## src/common/mem_pkg.sv

```systemverilog
`default_nettype none

package mem_pkg;

  // One block is four data flits, one flit per word
  localparam int block_flits        = 4;
  localparam int count_width        = $clog2(block_flits);
  localparam int block_offset_width = 4;

  // One region per cache, selected by the low bits of the source coordinate
  localparam int num_regions    = 2;
  localparam int region_width   = $clog2(num_regions);
  localparam int set_width      = 3;
  localparam int mem_words      = num_regions * (2 ** set_width) * block_flits;
  localparam int mem_addr_width = region_width + set_width + count_width;

  typedef enum logic [2:0] {
    RESET,
    READY,
    RECV_ADDR,
    RECV_EVICT_DATA,
    SEND_FILL_HEADER,
    SEND_FILL_DATA
  } mem_state_e;

  localparam int csr_width = 16;

  typedef enum logic [1:0] {
    CSR_ENABLE = 2'd0,
    CSR_WRITES = 2'd1,
    CSR_READS  = 2'd2
  } csr_addr_e;

endpackage

`default_nettype wire

```

## src/common/wh_pkg.sv

```systemverilog
`default_nettype none

package wh_pkg;

  // Link and flit geometry
  localparam int flit_width = 32;
  localparam int cord_width = 4;
  localparam int cid_width  = 2;
  localparam int len_width  = 4;

  localparam int header_unused_width =
    flit_width - 1 - (2 * cord_width) - cid_width - len_width;

  // Header flit, packed from the most significant end
  typedef struct packed {
    logic [header_unused_width-1:0] unused;
    logic                           write_not_read;
    logic [cord_width-1:0]          src_cord;
    logic [cid_width-1:0]           cid;
    logic [len_width-1:0]           len;
    logic [cord_width-1:0]          dest_cord;
  } wh_header_s;

endpackage

`default_nettype wire

```

## src/rtl/wh_mem_csr.sv

```systemverilog
`timescale 1ns/1ns
`default_nettype none

module wh_mem_csr (
  input  logic                          clk_i,
  input  logic                          reset_i,

  input  logic                          cfg_we_i,
  input  mem_pkg::csr_addr_e            cfg_addr_i,
  input  logic [mem_pkg::csr_width-1:0] cfg_wdata_i,
  output logic [mem_pkg::csr_width-1:0] cfg_rdata_o,

  input  logic                          write_done_i,
  input  logic                          read_done_i,
  output logic                          enable_o
);

  logic                          enable_r;
  logic [mem_pkg::csr_width-1:0] writes_r;
  logic [mem_pkg::csr_width-1:0] reads_r;

  // Only the enable register is writable, counters ignore writes
  always_ff @(posedge clk_i) begin
    if (reset_i) begin
      enable_r <= 1'b1;
    end else if (cfg_we_i && (cfg_addr_i == mem_pkg::CSR_ENABLE)) begin
      enable_r <= cfg_wdata_i[0];
    end
  end

  // Packet counters simply wrap
  always_ff @(posedge clk_i) begin
    if (reset_i) begin
      writes_r <= '0;
      reads_r  <= '0;
    end else begin
      if (write_done_i) begin
        writes_r <= writes_r + 1'b1;
      end
      if (read_done_i) begin
        reads_r <= reads_r + 1'b1;
      end
    end
  end

  always_comb begin
    case (cfg_addr_i)
      mem_pkg::CSR_ENABLE: cfg_rdata_o = {{(mem_pkg::csr_width-1){1'b0}}, enable_r};
      mem_pkg::CSR_WRITES: cfg_rdata_o = writes_r;
      mem_pkg::CSR_READS:  cfg_rdata_o = reads_r;
      default:             cfg_rdata_o = '0;
    endcase
  end

  assign enable_o = enable_r;

endmodule

`default_nettype wire

```

## src/rtl/wh_mem_top.sv

```systemverilog
`timescale 1ns/1ns
`default_nettype none

module wh_mem_top (
  input  logic                          clk_i,
  input  logic                          reset_i,

  input  logic                          link_v_i,
  input  logic [wh_pkg::flit_width-1:0] link_data_i,
  output logic                          link_ready_o,

  output logic                          link_v_o,
  output logic [wh_pkg::flit_width-1:0] link_data_o,
  input  logic                          link_ready_i,

  input  logic                          cfg_we_i,
  input  mem_pkg::csr_addr_e            cfg_addr_i,
  input  logic [mem_pkg::csr_width-1:0] cfg_wdata_i,
  output logic [mem_pkg::csr_width-1:0] cfg_rdata_o
);

  logic                               enable;
  logic                               write_done;
  logic                               read_done;

  logic                               mem_we;
  logic [mem_pkg::mem_addr_width-1:0] mem_waddr;
  logic [mem_pkg::mem_addr_width-1:0] mem_raddr;
  logic [wh_pkg::flit_width-1:0]      mem_wdata;
  logic [wh_pkg::flit_width-1:0]      mem_rdata;

  wh_mem_ctrl ctrl_i (
    .clk_i        (clk_i),
    .reset_i      (reset_i),
    .link_v_i     (link_v_i),
    .link_data_i  (link_data_i),
    .link_ready_o (link_ready_o),
    .link_v_o     (link_v_o),
    .link_data_o  (link_data_o),
    .link_ready_i (link_ready_i),
    .enable_i     (enable),
    .mem_we_o     (mem_we),
    .mem_waddr_o  (mem_waddr),
    .mem_raddr_o  (mem_raddr),
    .mem_wdata_o  (mem_wdata),
    .mem_rdata_i  (mem_rdata),
    .write_done_o (write_done),
    .read_done_o  (read_done)
  );

  wh_mem_array array_i (
    .clk_i   (clk_i),
    .we_i    (mem_we),
    .waddr_i (mem_waddr),
    .raddr_i (mem_raddr),
    .wdata_i (mem_wdata),
    .rdata_o (mem_rdata)
  );

  wh_mem_csr csr_i (
    .clk_i        (clk_i),
    .reset_i      (reset_i),
    .cfg_we_i     (cfg_we_i),
    .cfg_addr_i   (cfg_addr_i),
    .cfg_wdata_i  (cfg_wdata_i),
    .cfg_rdata_o  (cfg_rdata_o),
    .write_done_i (write_done),
    .read_done_i  (read_done),
    .enable_o     (enable)
  );

endmodule

`default_nettype wire

```

## src/wh_mem/wh_mem_array.sv

```systemverilog
`timescale 1ns/1ns
`default_nettype none

module wh_mem_array (
  input  logic                               clk_i,
  input  logic                               we_i,
  input  logic [mem_pkg::mem_addr_width-1:0] waddr_i,
  input  logic [mem_pkg::mem_addr_width-1:0] raddr_i,
  input  logic [wh_pkg::flit_width-1:0]      wdata_i,
  output logic [wh_pkg::flit_width-1:0]      rdata_o
);

  logic [wh_pkg::flit_width-1:0] mem_r [mem_pkg::mem_words];

  always_ff @(posedge clk_i) begin
    if (we_i) begin
      mem_r[waddr_i] <= wdata_i;
    end
  end

  // Fill data is read in the same cycle it goes out on the link
  assign rdata_o = mem_r[raddr_i];

endmodule

`default_nettype wire

```

## src/wh_mem/wh_mem_ctrl.sv

```systemverilog
`timescale 1ns/1ns
`default_nettype none

module wh_mem_ctrl (
  input  logic                               clk_i,
  input  logic                               reset_i,

  input  logic                               link_v_i,
  input  logic [wh_pkg::flit_width-1:0]      link_data_i,
  output logic                               link_ready_o,

  output logic                               link_v_o,
  output logic [wh_pkg::flit_width-1:0]      link_data_o,
  input  logic                               link_ready_i,

  input  logic                               enable_i,

  output logic                               mem_we_o,
  output logic [mem_pkg::mem_addr_width-1:0] mem_waddr_o,
  output logic [mem_pkg::mem_addr_width-1:0] mem_raddr_o,
  output logic [wh_pkg::flit_width-1:0]      mem_wdata_o,
  input  logic [wh_pkg::flit_width-1:0]      mem_rdata_i,

  output logic                               write_done_o,
  output logic                               read_done_o
);

  mem_pkg::mem_state_e state_r;
  mem_pkg::mem_state_e state_n;

  wh_pkg::wh_header_s header_in;
  wh_pkg::wh_header_s header_out;

  // Fields kept from the request for the rest of the packet
  logic                            write_not_read_r;
  logic [wh_pkg::cord_width-1:0]   src_cord_r;
  logic [wh_pkg::cid_width-1:0]    cid_r;
  logic [mem_pkg::set_width-1:0]   set_r;

  logic [mem_pkg::count_width-1:0] count_r;
  logic                            last_flit;
  logic                            in_fire;
  logic                            out_fire;
  logic                            evict_fire;
  logic                            fill_fire;

  logic [mem_pkg::mem_addr_width-1:0] mem_addr;

  assign header_in = link_data_i;

  assign in_fire    = link_v_i & link_ready_o;
  assign out_fire   = link_v_o & link_ready_i;
  assign evict_fire = (state_r == mem_pkg::RECV_EVICT_DATA) & in_fire;
  assign fill_fire  = (state_r == mem_pkg::SEND_FILL_DATA) & out_fire;
  assign last_flit  = (count_r == mem_pkg::count_width'(mem_pkg::block_flits - 1));

  // Word address is region, block index, then flit within the block
  assign mem_addr = {
    src_cord_r[mem_pkg::region_width-1:0],
    set_r,
    count_r
  };

  assign mem_waddr_o = mem_addr;
  assign mem_raddr_o = mem_addr;
  assign mem_wdata_o = link_data_i;

  // Fill header goes back to the requester
  assign header_out.unused         = '0;
  assign header_out.write_not_read = 1'b0;
  assign header_out.src_cord       = '0;
  assign header_out.cid            = cid_r;
  assign header_out.len            = wh_pkg::len_width'(mem_pkg::block_flits);
  assign header_out.dest_cord      = src_cord_r;

  always_comb begin
    state_n      = state_r;
    link_ready_o = 1'b0;
    link_v_o     = 1'b0;
    link_data_o  = mem_rdata_i;
    mem_we_o     = 1'b0;

    case (state_r)
      mem_pkg::RESET: begin
        state_n = mem_pkg::READY;
      end

      // A disabled memory only refuses new packets
      mem_pkg::READY: begin
        link_ready_o = enable_i;
        if (link_v_i && enable_i) begin
          state_n = mem_pkg::RECV_ADDR;
        end
      end

      mem_pkg::RECV_ADDR: begin
        link_ready_o = 1'b1;
        if (link_v_i) begin
          state_n = write_not_read_r ? mem_pkg::RECV_EVICT_DATA : mem_pkg::SEND_FILL_HEADER;
        end
      end

      mem_pkg::RECV_EVICT_DATA: begin
        link_ready_o = 1'b1;
        if (link_v_i) begin
          mem_we_o = 1'b1;
          if (last_flit) begin
            state_n = mem_pkg::READY;
          end
        end
      end

      mem_pkg::SEND_FILL_HEADER: begin
        link_v_o    = 1'b1;
        link_data_o = header_out;
        if (link_ready_i) begin
          state_n = mem_pkg::SEND_FILL_DATA;
        end
      end

      // Read address only moves on a transfer, so stalled data stays put
      mem_pkg::SEND_FILL_DATA: begin
        link_v_o = 1'b1;
        if (link_ready_i && last_flit) begin
          state_n = mem_pkg::READY;
        end
      end

      default: begin
        state_n = mem_pkg::RESET;
      end
    endcase
  end

  always_ff @(posedge clk_i) begin
    if (reset_i) begin
      state_r      <= mem_pkg::RESET;
      count_r      <= '0;
      write_done_o <= 1'b0;
      read_done_o  <= 1'b0;
    end else begin
      state_r      <= state_n;
      write_done_o <= evict_fire & last_flit;
      read_done_o  <= fill_fire & last_flit;
      if (evict_fire || fill_fire) begin
        count_r <= last_flit ? '0 : count_r + 1'b1;
      end
    end
  end

  always_ff @(posedge clk_i) begin
    if ((state_r == mem_pkg::READY) && in_fire) begin
      write_not_read_r <= header_in.write_not_read;
      src_cord_r       <= header_in.src_cord;
      cid_r            <= header_in.cid;
    end
    if ((state_r == mem_pkg::RECV_ADDR) && in_fire) begin
      set_r <= link_data_i[mem_pkg::block_offset_width +: mem_pkg::set_width];
    end
  end

endmodule

`default_nettype wire
```

## config.mk

```make
export PLATFORM = sky130hd
export DESIGN_NAME = wh_mem_top
export DESIGN_NICKNAME = d
export VERILOG_FILES = /design/src/common/mem_pkg.sv /design/src/common/wh_pkg.sv /design/src/rtl/wh_mem_csr.sv /design/src/rtl/wh_mem_top.sv /design/src/wh_mem/wh_mem_array.sv /design/src/wh_mem/wh_mem_ctrl.sv
export SDC_FILE = /design/constraint.sdc
export NUM_CORES = 2
export LEC_CHECK = 0
export ABC_AREA = 1
export BUFFER_PORTS_ARGS = -buffer_cell sky130_fd_sc_hd__buf_2
export CAP_MARGIN = 20
export CORE_MARGIN = 2
export CORE_UTILIZATION = 45
export DETAILED_ROUTE_END_ITERATION = 8
export GPL_TIMING_DRIVEN = 0
export PLACE_DENSITY_LB_ADDON = 0.3
export SKIP_LAST_GASP = 1
export SYNTH_ARGS = -nofsm -noshare
export SYNTH_HDL_FRONTEND = slang
export SYNTH_SLANG_ARGS = --single-unit
```

## constraint.sdc

```tcl
create_clock -name clk_i -period 3.8 [get_ports clk_i]
set_input_delay 0.38 -clock clk_i [delete_from_list [all_inputs] [get_ports clk_i]]
set_output_delay 0.38 -clock clk_i [all_outputs]
set_load 0.05 [all_outputs]
```

# After elaboration in Yosys (flattened, before gate mapping)
# Memory sizes are Yosys's and may differ from the RTL's.
# Cells that the tools add are included.
# classes
n_addsub	3
n_eq_ne	14
muxes	17
n_bitwise	6
reduce_logical	11
# ops
operator	count
$pmux W16 S3	1
$add A16 B1 Y16 const B	2
$mux W32	1
$mux W3	7
$pmux W3 S6	1
$ne A2 B2 Y1 const B	4
$and A1 B1 Y1	6
$eq A3 B2 Y1 const B	2
$eq A3 B3 Y1 const B	2
$reduce_and A6 Y1	1
$logic_and A1 B1 Y1	5
$mux W1	5
$eq A2 B2 Y1 const B	2
$ne A2 B1 Y1 const B	2
$reduce_or A2 Y1	2
$eq A3 B1 Y1 const B	1
$logic_not A3 Y1	1
$add A2 B1 Y2 const B	1
$eq A2 B1 Y1 const B	1
$logic_not A2 Y1	1
$mux W2	1
$pmux W1 S2	1
$logic_or A1 B1 Y1	1
# word_totals
regBits	50
ram_bits	2048
inputBits	55
out_inout_bits	50
word_cells	63
n_memories	1
# memory_table
memory	words	width	rd	rd_clocked_by_memory_dff	wr	line_no	source
array_i.mem_r	64	32	1	0	1	wh_mem_array.sv:13	logic [wh_pkg::flit_width-1:0] mem_r [mem_pkg::mem_words];

# Longest topological paths before layout
# logic_depth
depth_word	6
mapped_depth	15
ltp_nobuf	11

# Hierarchy
# From an unflattened synthesis, not the netlist that was laid out.
# hier_totals
cells_unflattened	7197
hier_area_um2	85255.5
# modules_own_cells
mod	n_inst	cells_each	area_per_inst_um2	seq_area_each_um2
wh_mem_array	1	6737	82097.5	61499.0
wh_mem_csr	1	265	1814.2	660.6
wh_mem_ctrl	1	195	1343.8	440.4

# Worst setup path after synthesis
# No wires, ideal clock.
# synth_path
path_type	register to register
from	register ctrl_i.set_r[1] in the netlist's numbering
to	memory array_i.mem_r[24][0] in the netlist's numbering, enable pin
setup_time_ns	0.421
arrival_time_ns	2.678
required_time_ns	3.379
setup_slack_ns	0.701
stages_incl_launch_ff	6
path_buffers	1
period_less_slack_ns	3.099
cell_sequence	edfxtp_1 -> inv_1 -> nor3_1 -> clkbuf_1 -> inv_1 -> nor2_1
# synth_rtl
item	line_no	source
from (decl)	wh_mem_ctrl.sv:38	logic [mem_pkg::set_width-1:0] set_r;
from (signal assigned)	wh_mem_ctrl.sv:158	set_r <= link_data_i[mem_pkg::block_offset_width +: mem_pkg::set_width];
to (decl)	wh_mem_array.sv:13	
# Straight into the memory's write port.

# Worst setup path after layout
# layout_path
from	register ctrl_i.set_r[1] in the netlist's numbering
to	output link_data_o[25] in the netlist's numbering
# layout_via
elab_chain_len	2
# layout_lines
item	line_no	source
$mem_v2 Z64 W32	-	
$mux W32	wh_mem_ctrl.sv:83	case (state_r)
to (decl)	wh_mem_top.sv:13	output logic [wh_pkg::flit_width-1:0] link_data_o,
# Every way passes these cells.

==> impl_metrics.ini <==
[status]
status = finished with violations
violations = setup timing

[synth]
yosysTopAreaCellShare = 0.7028
yosys.area.top_type = edfxtp_1
syn_inst = 8468
synth.avg_cell_area_um2 = 10.38
ys_types = 31
synthesis.nets = 8526
yosys_warnings = 0
synth_area_leaders = edfxtp_1 70%, nand2_1 20%, nand3_1 2.0%
synth_common_cells = 4641 x nand2_1, 2058 x edfxtp_1, 358 x inv_1
netlist_area_mm2 = 0.08793
ys_ff_latch = 2098
async_reset_ff_frac = 0
synth_edf_count = 2058
yosysMostFrequentCell = nand2_1
ys_seq_area_frac = 0.7119
synth_ff_type = edfxtp_1

[cells_and_area]
final_cells = 11742
fin_area_mm2 = 0.1053
drive_gt1_frac = 0.1435
fill_cells = 16186
postLayoutCoreUtil = 0.5409
area_delta_synth_final_pct = 19.70
nNetsFinal = 9065

[grt]
antenna_found_initial = 20
grt_pass1_vias = 60821
grt.overflow.total = 0
track_usage = 0.3184
grt_pass1_wl_um = 444900
grt_max_degree = 66

[floorplan]
core-area_mm2 = 0.1946
die_h_um = 446.1
start_util = 0.4519
die_area_mm2 = 0.1990
ios = 105
num_rows = 162
chipWidth_um = 446.1

[clock_tree]
numCtsBuffers = 212
h-tree-depth = 4
clk_pin_slew_ps = 70
cts_buffer_depth = 3
cts_tree = done
root_buffer = clkbuf_16
cts_num_sinks = 2098
clk-insertion-delay-late_ps = 920

[sta]
clock_skew_ps = 87.23
post-route-min-period_ps = 4050
tightestPinTransition_ps = 1163
max_freq_mhz = 246.9
hold_viol_final = 0
slew_violations = 0
rsz0062_at_grt = true
slew_headroom = 0.2245
tns_ps = -25830
final.period_utilization = 1.066
setup_viol = 375
worst_slack_ps = -249.7

[hold_path]
worstHoldStart = link_data_i[9]
holdPathStages = 1
hold_path_class = input pin to register

[pwr]
powerDensity_mw_per_mm2 = 536.5
ir_worst_vdd_uv = 473.1
leakagePower_nw = 42.93

[detailed_routing]
via_per_inst = 5.632
drc = 0
wl_per_cell_um = 27.64
first_iter_violations = 10715
dr_total_vias = 66135
finalWirelength_um = 324600
first_pass_iters = 6
ant_nets = 0

[critical_path]
worst_setup_path_end_kind = output pin
cp.required_ps = 3420
rr_endpoint = array_i.mem_r[55][27]$_DFFE_PP_
r2r-start = ctrl_i.count_r[0]$_SDFFE_PP0P_
setup.worst_path.end = link_data_o[25]
ff2ff_path_depth = 7
rrSetupSlack_ps = -170
path_class = register to output pin
cp_max_fo = 10
worstPathArrival_ps = 3670
critPathLaunchType = register
startpoint = ctrl_i.set_r[1]$_DFFE_PP_

[placement]
pre_cts_ws_ps = -876.8
placed_cells = 11208
place_congestion = 1.018
placed_cell_area_mm2 = 0.09449
io_buffers = 87
place_hpwl_um = 215200

[flow_run]
drv_cap = 0
## worst min path at each step
| stage | to | slack [ps] |
|---|---|---|
| 6_report | array_i.mem_r[2][9]$_DFFE_PP_ | 40 |
| 5_1_grt | array_i.mem_r[30][30]$_DFFE_PP_ | 20 |
| 4_1_cts | array_i.mem_r[2][9]$_DFFE_PP_ | 10 |
| 3_5_place_dp | csr_i.writes_r[10]$_SDFFE_PP0P_ | 480 |
| 3_3_place_gp | csr_i.writes_r[0]$_SDFFE_PP0P_ | 480 |
| 2_1_floorplan | csr_i.reads_r[15]$_SDFFE_PP0P_ | 440 |
## cells in the final DEF, fill, tap and decap left out, types with 45 or more instances in the layout
| cell type | Yosys | layout |
|---|---|---|
| nand2_1 | 4641 | 4526 |
| edfxtp_1 | 2058 | 2058 |
| inv_1 | 358 | 357 |
| nand3_1 | 348 | 347 |
| clkbuf_16 | 0 | 216 |
| buf_4 | 13 | 190 |
| nor2_1 | 275 | 175 |
| buf_2 | 237 | 119 |
| buf_12 | 0 | 101 |
| buf_6 | 2 | 95 |
| nand2_2 | 0 | 85 |
| clkbuf_2 | 0 | 78 |
| nor2_4 | 0 | 75 |
| o21ai_0 | 96 | 64 |
| clkinv_1 | 3 | 56 |
| clkbuf_1 | 135 | 52 |
| clkinv_2 | 0 | 52 |
| o211ai_1 | 48 | 48 |
| clkbuf_4 | 0 | 47 |
| a21oi_1 | 72 | 45 |
## metal layers
layer,routed length (um),global-route usage,part of all wire,vias up
li1,-,-,-,28834
met1,116700,0.4185,0.36,31517
met2,141300,0.4798,0.44,4740
met3,43400,0.07912,0.13,1032
met4,23190,0.1877,0.071,12
met5,67,0,0.00021,-
## critical path, stage by stage (launching register included)
cell        delay [ps]
edfxtp_1           490
clkinvlp_4         300
nor3_4             270
buf_12             150
buf_4              160
clkbuf_2           390
nand2_1            230
nand2_1            170
nor2_1              70
a21oi_2            300
buf_6              210
## kinds of logic after synthesis
| family | after synthesis | share of synthesized area |
|---|---|---|
| XOR/XNOR | 1 | 0.00009962 |
| buffers and inverters | 790 | 0.03782 |
| AO/OA/AOI/OAI | 248 | 0.01582 |
| AND/OR/NAND/NOR | 5328 | 0.2339 |
| adder cells (fa/ha/maj) | 3 | 0.0004269 |
| flip-flops | 2098 | 0.7119 |
## registers in the layout, summed over array words and instances (netlist names)
register and cells:
array_i.mem_r 2048, csr_i.reads_r 16, csr_i.writes_r 16, ctrl_i.src_cord_r 4
ctrl_i.set_r 3, ctrl_i.state_r 3, ctrl_i.cid_r 2, ctrl_i.count_r 2
csr_i.enable_o 1, ctrl_i.read_done_o 1, ctrl_i.write_done_o 1, ctrl_i.write_not_read_r 1
## layout make-up
| type | count | area [um2] | share of cell area |
|---|---|---|---|
| plain buffers | 423 | 3326 | 0.03160 |
| multi-input cells | 5581 | 23480 | 0.2230 |
| well taps | 2542 | 3181 | 0.03022 |
| clock buffers | 242 | 5418 | 0.05147 |
| inverters | 365 | 1391 | 0.01322 |
| flip-flops and latches | 2098 | 62610 | 0.5948 |
| diodes | 8 | 20.02 | 0.0001902 |
| repair buffers | 326 | 4419 | 0.04198 |
| clock inverters | 157 | 1425 | 0.01354 |
## power breakdown
part | internal [W] | leakage [nW] | switching [W] | total [W]
sequential | 0.0254 | 18.8 | 0.0000399 | 0.0255
combinational | 0.00278 | 20.8 | 0.00745 | 0.0102
clock | 0.0114 | 3.32 | 0.00935 | 0.0207
total | 0.0396 | 42.9 | 0.0168 | 0.0565
## per-stage QoR
| stage | power [W] | hold slack (ps) |
|---|---|---|
| finish | 0.05647 | 40.58 |
| global route | 0.05782 | 19.84 |
| CTS | 0.05589 | 11.18 |
| detailed placement | 0.03464 | 484.2 |
| global placement | 0.03445 | 476.0 |
| floorplan | 0.03077 | 444.5 |
## timing repair
item	4_1_cts	5_1_grt
pin swaps	43	74
cloned	3	5
hold endpoints to repair	244	11
hold buffers	20	1
resized for setup	711	221
setup buffers	29	70
setup endpoints to repair	2080	481
Note: power is estimated with default switching activity, not from simulation.
